## src/marquee_config.svh

```systemverilog
`ifndef MARQUEE_CONFIG_SVH
`define MARQUEE_CONFIG_SVH

// message ring depth in characters
`define MARQUEE_MSG_LEN 16

// enabled clock cycles between two scroll steps
`define MARQUEE_SCROLL_DIV 8

// digits on the seven-segment module
`define MARQUEE_DIGITS 6

// blank glyph, the ring holds this after reset
`define MARQUEE_BLANK 4'hF

`endif

```

## src/marquee_pkg.sv

```systemverilog
`include "marquee_config.svh"

package marquee_pkg;

    typedef logic [3:0] glyph_code_t;   // one character on one digit

    // character codes, in table order
    localparam glyph_code_t GLYPH_H      = 4'd0;
    localparam glyph_code_t GLYPH_E      = 4'd1;
    localparam glyph_code_t GLYPH_L      = 4'd2;
    localparam glyph_code_t GLYPH_O      = 4'd3;
    localparam glyph_code_t GLYPH_P      = 4'd4;
    localparam glyph_code_t GLYPH_A      = 4'd5;
    localparam glyph_code_t GLYPH_U      = 4'd6;
    localparam glyph_code_t GLYPH_C      = 4'd7;
    localparam glyph_code_t GLYPH_D      = 4'd8;   // lower case d
    localparam glyph_code_t GLYPH_N      = 4'd9;   // lower case n
    localparam glyph_code_t GLYPH_R      = 4'd10;  // lower case r
    localparam glyph_code_t GLYPH_T      = 4'd11;  // lower case t
    localparam glyph_code_t GLYPH_DASH   = 4'd12;
    localparam glyph_code_t GLYPH_UNDER  = 4'd13;
    localparam glyph_code_t GLYPH_Y      = 4'd14;
    localparam glyph_code_t GLYPH_BLANK  = `MARQUEE_BLANK;

    // six visible characters
    // digit[5] is the leftmost position and sits in flat[23:20]
    typedef union packed {
        logic [`MARQUEE_DIGITS*4-1:0]           flat;
        glyph_code_t [`MARQUEE_DIGITS-1:0]      digit;
    } window_t;

endpackage

```

## src/char_buffer.sv

```systemverilog
`timescale 1ns/1ps
`include "marquee_config.svh"

module char_buffer (
    input  logic                     clk_1khz,
    input  logic                     sys_rst_n,
    input  logic                     char_wr,
    input  marquee_pkg::glyph_code_t char_code,
    input  logic                     restart,
    input  logic [3:0]               base,
    output marquee_pkg::window_t     window
);

    marquee_pkg::glyph_code_t ring [`MARQUEE_MSG_LEN];
    logic [3:0]               wr_ptr;
    marquee_pkg::window_t     window_nxt;

    // ring position offset characters after start, wrapped
    function automatic logic [3:0] ring_idx(input logic [3:0] start,
                                            input int unsigned offset);
        int unsigned sum;
        sum = start + offset;
        if (sum >= `MARQUEE_MSG_LEN) begin
            sum = sum - `MARQUEE_MSG_LEN;
        end
        return 4'(sum);
    endfunction

    // write pointer, back to entry 0 on restart
    always_ff @(posedge clk_1khz or negedge sys_rst_n) begin
        if (!sys_rst_n) begin
            wr_ptr <= 4'd0;
        end else if (restart) begin
            wr_ptr <= 4'd0;               // new message starts over
        end else if (char_wr) begin
            if (wr_ptr == 4'(`MARQUEE_MSG_LEN - 1)) begin
                wr_ptr <= 4'd0;
            end else begin
                wr_ptr <= wr_ptr + 4'd1;
            end
        end
    end

    // message storage, blank until written
    // a write coinciding with restart is dropped along with the old pointer
    always_ff @(posedge clk_1khz or negedge sys_rst_n) begin
        if (!sys_rst_n) begin
            for (int i = 0; i < `MARQUEE_MSG_LEN; i++) begin
                ring[i] <= `MARQUEE_BLANK;
            end
        end else if (char_wr && !restart) begin
            ring[wr_ptr] <= char_code;
        end
    end

    // gather the six wrapped entries, leftmost digit from ring[base]
    always_comb begin
        for (int d = 0; d < `MARQUEE_DIGITS; d++) begin
            window_nxt.digit[`MARQUEE_DIGITS - 1 - d] = ring[ring_idx(base, d)];
        end
    end

    always_ff @(posedge clk_1khz or negedge sys_rst_n) begin
        if (!sys_rst_n) begin
            window.flat <= {`MARQUEE_DIGITS{`MARQUEE_BLANK}};   // all blank
        end else begin
            window <= window_nxt;
        end
    end

endmodule

```

## src/digit_scan.sv

```systemverilog
`timescale 1ns/1ps
`include "marquee_config.svh"

module digit_scan (
    input  logic                 clk_1khz,
    input  logic                 sys_rst_n,
    input  marquee_pkg::window_t window,
    output logic [2:0]           sel,
    output logic [7:0]           seg
);

    logic [2:0]               cur_state;
    logic [2:0]               nxt_state;
    marquee_pkg::glyph_code_t code_q;    // character on the selected digit

    // scan state register
    always_ff @(posedge clk_1khz or negedge sys_rst_n) begin
        if (!sys_rst_n) begin
            cur_state <= 3'd0;
        end else begin
            cur_state <= nxt_state;
        end
    end

    // step through the digits, leftmost first
    always_comb begin
        if (cur_state >= 3'(`MARQUEE_DIGITS - 1)) begin
            nxt_state = 3'd0;                // also recovers from unused states
        end else begin
            nxt_state = cur_state + 3'd1;
        end
    end

    // select the digit and latch its character in the same cycle
    always_ff @(posedge clk_1khz or negedge sys_rst_n) begin
        if (!sys_rst_n) begin
            sel    <= 3'd0;
            code_q <= `MARQUEE_BLANK;
        end else if (cur_state < 3'(`MARQUEE_DIGITS)) begin
            sel    <= cur_state;
            code_q <= window.digit[3'(`MARQUEE_DIGITS - 1) - cur_state];
        end else begin
            sel    <= 3'd0;
            code_q <= `MARQUEE_BLANK;
        end
    end

    // glyph table for a common-anode module, segment order dp g f e d c b a
    // a 0 lights the segment, dp stays dark
    always_comb begin
        case (code_q)
            marquee_pkg::GLYPH_H:     seg = 8'b1000_1001;
            marquee_pkg::GLYPH_E:     seg = 8'b1000_0110;
            marquee_pkg::GLYPH_L:     seg = 8'b1100_0111;
            marquee_pkg::GLYPH_O:     seg = 8'b1100_0000;
            marquee_pkg::GLYPH_P:     seg = 8'b1000_1100;
            marquee_pkg::GLYPH_A:     seg = 8'b1000_1000;
            marquee_pkg::GLYPH_U:     seg = 8'b1100_0001;
            marquee_pkg::GLYPH_C:     seg = 8'b1100_0110;
            marquee_pkg::GLYPH_D:     seg = 8'b1010_0001;   // b c d e g
            marquee_pkg::GLYPH_N:     seg = 8'b1010_1011;   // c e g
            marquee_pkg::GLYPH_R:     seg = 8'b1010_1111;   // e g
            marquee_pkg::GLYPH_T:     seg = 8'b1000_0111;   // d e f g
            marquee_pkg::GLYPH_DASH:  seg = 8'b1011_1111;   // middle bar only
            marquee_pkg::GLYPH_UNDER: seg = 8'b1111_0111;   // bottom bar only
            marquee_pkg::GLYPH_Y:     seg = 8'b1001_0001;
            marquee_pkg::GLYPH_BLANK: seg = 8'b1111_1111;
            default:                  seg = 8'b1111_1111;
        endcase
    end

endmodule

```

## src/marquee_top.sv

```systemverilog
`timescale 1ns/1ps

module marquee_top (
    input  logic                     clk_1khz,
    input  logic                     sys_rst_n,
    input  logic                     char_wr,
    input  marquee_pkg::glyph_code_t char_code,
    input  logic                     scroll_en,
    input  logic                     restart,
    output logic [2:0]               sel,
    output logic [7:0]               seg
);

    logic [3:0]           base;     // ring index of the leftmost digit
    marquee_pkg::window_t window;   // characters currently on display

    // message ring and window assembly
    char_buffer u_char_buffer (
        .clk_1khz  (clk_1khz),
        .sys_rst_n (sys_rst_n),
        .char_wr   (char_wr),
        .char_code (char_code),
        .restart   (restart),
        .base      (base),
        .window    (window)
    );

    // scroll timing
    scroll_control u_scroll_control (
        .clk_1khz  (clk_1khz),
        .sys_rst_n (sys_rst_n),
        .scroll_en (scroll_en),
        .restart   (restart),
        .base      (base)
    );

    // multiplexed display drive
    digit_scan u_digit_scan (
        .clk_1khz  (clk_1khz),
        .sys_rst_n (sys_rst_n),
        .window    (window),
        .sel       (sel),
        .seg       (seg)
    );

endmodule

```

## src/scroll_control.sv

```systemverilog
`timescale 1ns/1ps
`include "marquee_config.svh"

module scroll_control (
    input  logic       clk_1khz,
    input  logic       sys_rst_n,
    input  logic       scroll_en,
    input  logic       restart,
    output logic [3:0] base
);

    logic [3:0] prescale;   // enabled cycles since the last step
    logic       step;

    // last enabled cycle of a scroll period
    assign step = scroll_en && (prescale == 4'(`MARQUEE_SCROLL_DIV - 1));

    // prescaler only counts while scrolling is enabled
    always_ff @(posedge clk_1khz or negedge sys_rst_n) begin
        if (!sys_rst_n) begin
            prescale <= 4'd0;
        end else if (restart) begin
            prescale <= 4'd0;                // restart wins over scroll_en
        end else if (scroll_en) begin
            if (step) begin
                prescale <= 4'd0;
            end else begin
                prescale <= prescale + 4'd1;
            end
        end
    end

    // window base pointer into the ring
    always_ff @(posedge clk_1khz or negedge sys_rst_n) begin
        if (!sys_rst_n) begin
            base <= 4'd0;
        end else if (restart) begin
            base <= 4'd0;
        end else if (step) begin
            if (base == 4'(`MARQUEE_MSG_LEN - 1)) begin
                base <= 4'd0;                // wrap around the message
            end else begin
                base <= base + 4'd1;
            end
        end
    end

endmodule

```

## config.mk

```make
export PLATFORM = sky130hd
export DESIGN_NAME = marquee_top
export DESIGN_NICKNAME = d
export VERILOG_FILES = /design/src/marquee_pkg.sv /design/src/char_buffer.sv /design/src/digit_scan.sv /design/src/marquee_top.sv /design/src/scroll_control.sv
export VERILOG_INCLUDE_DIRS = /design/src
export SDC_FILE = /design/constraint.sdc
export NUM_CORES = 1
export LEC_CHECK = 0
export BUFFER_PORTS_ARGS = -buffer_cell sky130_fd_sc_hd__buf_2
export CAP_MARGIN = 10
export CORE_ASPECT_RATIO = 1.4
export CORE_MARGIN = 3
export CORE_UTILIZATION = 35
export DETAILED_ROUTE_END_ITERATION = 8
export REMOVE_ABC_BUFFERS = 1
export SLEW_MARGIN = 15
export SYNTH_ARGS = -nofsm -noshare
export SYNTH_HDL_FRONTEND = slang
export SYNTH_SLANG_ARGS = --single-unit
```

## constraint.sdc

```tcl
create_clock -name clk_1khz -period 2.6 [get_ports clk_1khz]
set_input_delay 0 -clock clk_1khz [delete_from_list [all_inputs] [get_ports clk_1khz]]
set_output_delay 0 -clock clk_1khz [all_outputs]
set_load 0.02 [all_outputs]
```

==> run summary <==
The initial antenna violation count came out at 0. The count of placed standard cells including taps came out at slightly below 800. The first global-routing pass estimated approximately 27000 um of wire.

Port buffering added 18 buffers. The share of the Yosys chip area taken by registers is 0.414. The final routed DRC violation total came out at 0.

The die footprint came out at roughly 22000 um2. The final number of hold-violating endpoints came out at 0. The critical path depth came out at 5. The share of the clock period used by the worst path after layout came out at 0.838.

The residual antenna-violating net count after detailed routing came out at 0. The number of vias per cell is ~5.7. The mapped netlist covers about 6900 um2. The tree is rooted in a clkbuf_16. The cell with the most instances after synthesis is dfstp_2. Entering global routing, the biggest net connects 67 pins. The die is 125 um wide. For the pin with the worst max-slew slack, the measured transition is between 800 and 900 ps. The most prevalent standard cell on the critical path is mux4_2. Across every metal layer, demand over resource in global routing totals 0.160. The number of vias in the routed layout came out at ~4500. The cell family contributing the most delay on the critical path is multiplexers. The largest individual stage delay along the critical path comes from the cell mux4_2. The final layout contains 565 nets. The number of DRC markers after the initial detailed-route iteration is 323.

The number of H-tree branching levels is 3. The number of clock sinks seen by CTS came out at 110. A synthesized cell averages approximately 13 um2. The net load switching power came out at about 1.1 mW. The highest net fanout along the worst path is 14. The row count came out at 60. Traced cell by cell, the critical path runs through inv_1 -> ha_1 -> buf_4 -> mux4_2 -> mux4_2. Before antenna repair, the detailed router went through 5 iterations.

The total grt overflow is 0. The element type at the critical path start is a register. The number of pins exceeding their max-slew limit in the final report is 0. Max-cap violations in this run came to 0. The number of setup violations in the final report came out at 0. The endpoint identified for the worst register-to-register timing path is u_char_buffer.window[19]$_DFF_PN1_. The number of enable-type register cells in the synthesized netlist is 0. The final worst setup slack is around 420 ps. The biggest cell delay along the critical path came out at 570 ps.

The post-synthesis sequential element count came out at 110. The number of clock buffers inserted by TritonCTS came out at 9. The post-route non-filler standard cell count came out at 789. Clock skew on the completed layout was measured at 11.0 ps. The share of total power dissipated in the clock network is 0.329.

In this run the register-to-register setup slack is 420 ps. Of the total power, the share spent switching nets is 0.264. Relative to the synthesized area, the layout overhead comes to 10.5%. The number of antenna diodes in the final layout is 0.

By area the synthesized netlist is led by dfstp_2 35%, mux4_2 23%, mux2_2 11%, dfrtp_1 6.5%, ha_1 3.6%. The largest buffer count on any clock path is 2. The share of the synthesized area in the top cell type came out at 0.349. The arrival time at the worst endpoint came out at 2460 ps.

The clock latency on the worst-skew pair came out at 370 ps. Setup repair after global routing left no endpoint under its margin. The worst hold path terminates at u_char_buffer.ring[36]$_DFFE_PN1P_. The cell area after placement came out at between 7000 and 8000 um2. The total setup buffers inserted after CTS came out at 0. In this run, post-CTS repair resized a total of 0 instances. The internal power is approximately 3.1 mW. The die extent in y is roughly 170 um. The share of total power dissipated in combinational logic is 0.161.

The routed wirelength normalized by instance count came out at about 21 um. TritonCTS built the clock tree. Across the VDD grid, the largest voltage drop is between 0.2 and 0.25 mV.

The placeable core area came out at a little under 20000 um2. The instance count along the most critical hold path is 2. The clock-pin slew on the worst setup and hold paths is roughly 70 ps.

The flow ran to the end, and the final reports show no timing, DRC or antenna violations. After synthesis, the netlist uses 38 different library cells. In the synthesized netlist the dominant register cell turns out to be dfstp_2. The layout cell share with drive strength beyond 1 is 0.521. The peak clock frequency supported by timing came out at ~460 MHz. The critical path buffer and inverter count is 2.

The cell type contributing the most total cell area after synthesis is dfstp_2. The setup TNS came out at 0 ps. Of the total power, registers draw 0.510.

The I/O pin total came out at 20. The power density over cell area came out at 552 nW/um2. The HPWL after detailed placement came out at around 12000 um. The final instance area is between 7000 and 8000 um2. The time the worst path needs with I/O delays and setup is 2180 ps. The post-synthesis cell count is 520.

The type of the most critical hold path is in -> reg. For this run, the number of Yosys warnings is 0. The data required time of the worst path is between 2000 and 3000 ps. In the synthesized netlist the async set-or-reset flop fraction comes to 1.00. The startpoint of the worst-slack reg-to-reg timing path is u_scroll_control.base[0]$_DFFE_PN0P_. The static power due to leakage is approximately 2.9 nW.

For this block, the routed nets add up to 16600 um of wire. The start point of the worst min-delay path is char_code[0]. The global placer's final weighted congestion came out at between 0.9 and 1.

The worst setup path is of the reg -> reg kind. The worst pin sits at a relative slew slack of 0.439. The number of cells on the worst reg-to-reg path is 5. The placement-stage worst setup slack is 426 ps.

The initial core utilization is 0.359. The critical path capture point type is a register. The number of global-route vias before repair is ~4600. Ranked by instance count, the synthesized netlist is headed by 92 x dfstp_2, 72 x mux4_2, 65 x mux2_2, 43 x nand2_1, 27 x nor2_1.
## layout make-up
cell class | count | area [um2]
Multi-Input combinational cell | 364 | 3830
Sequential cell | 110 | 2870
Inverter | 12 | 45.0
Tap cell | 248 | 310
Clock inverter | 6 | 72.6
Fill cell | 1741 | 11600
Timing Repair Buffer | 39 | 285
Clock buffer | 10 | 229
## cells by family after synthesis
logic type	Yosys count	synth area share
AOI/OAI and AO/OA	54	0.0501
other	1	0.000542
adders and majority gates	20	0.0361
and+or+nand+nor	119	0.0808
DFF	110	0.414
xor gates and xnor gates	13	0.0175
muxes	157	0.369
buffers and inverters	46	0.0320
## stage by stage
stage          hold WS [ps]  utilization  power [mW]
2_1_floorplan          -296            -        2.60
3_3_place_gp            145        0.379        2.83
3_5_place_dp            163        0.379        2.86
4_1_cts                 103        0.396        4.28
5_1_grt                 128        0.396        4.43
6_report                110        0.396        4.22
## how the worst max path moves through the flow
stage | startpoint | slack (ps) | endpoint
after floorplan | u_scroll_control.base[0]$_DFFE_PN0P_ | -2250 | u_char_buffer.window[18]$_DFF_PN1_
after global placement | u_scroll_control.base[1]$_DFFE_PN0P_ | 450 | u_char_buffer.window[18]$_DFF_PN1_
after detailed placement | u_scroll_control.base[1]$_DFFE_PN0P_ | 430 | u_char_buffer.window[18]$_DFF_PN1_
after CTS | u_scroll_control.base[1]$_DFFE_PN0P_ | 420 | u_char_buffer.window[19]$_DFF_PN1_
after global routing | u_scroll_control.base[1]$_DFFE_PN0P_ | 310 | u_char_buffer.window[18]$_DFF_PN1_
final | u_scroll_control.base[0]$_DFFE_PN0P_ | 420 | u_char_buffer.window[19]$_DFF_PN1_
## power groups by stage
stage	clock network [mW]	registers, mW	logic, mW
global placement	0	2.17	0.654
detailed placement	0	2.18	0.678
floorplan	0	2.10	0.496
CTS	1.44	2.15	0.685
finish	1.39	2.15	0.678
global route	1.50	2.18	0.752
## sequential cells by signal, summed over array words and instances, names as in the netlist
signal	count
u_digit_scan.sel	3
u_digit_scan.cur_state	3
u_char_buffer.wr_ptr	4
u_digit_scan.code_q	4
u_char_buffer.ring	64
u_char_buffer.window	24
u_scroll_control.base	4
u_scroll_control.prescale	4
## placed cells by master, fill, tap and decap left out, types with 5 or more instances in the layout
cell and count:
dfstp_2 92, mux4_2 72, mux2_2 65, nand2_1 43, nor2_1 27, a21oi_1 25, mux2i_1 20, ha_1 20
buf_2 17, dfrtp_1 17, buf_4 16, inv_1 11, nand3_1 10, nand2b_1 9, a211oi_1 9, clkbuf_16 9
xor2_1 8, nor2b_1 7, o21ai_0 6, nand4_1 5, and2_1 5
## what timing repair did
action | in CTS | in global routing
endpoints found under the setup margin | 0 | 0
hold buffers | 4 | 0
hold endpoints to repair | 18 | 0
## per-layer routing
layer / global-route usage / wire, um / share of wire
met5: 0 / 0 / 0
met4: 0.0962 / 889 / 0.054
met3: 0.0222 / 772 / 0.046
met2: 0.286 / 8710 / 0.52
met1: 0.185 / 6240 / 0.38
Power figures use the tool's default switching activity.
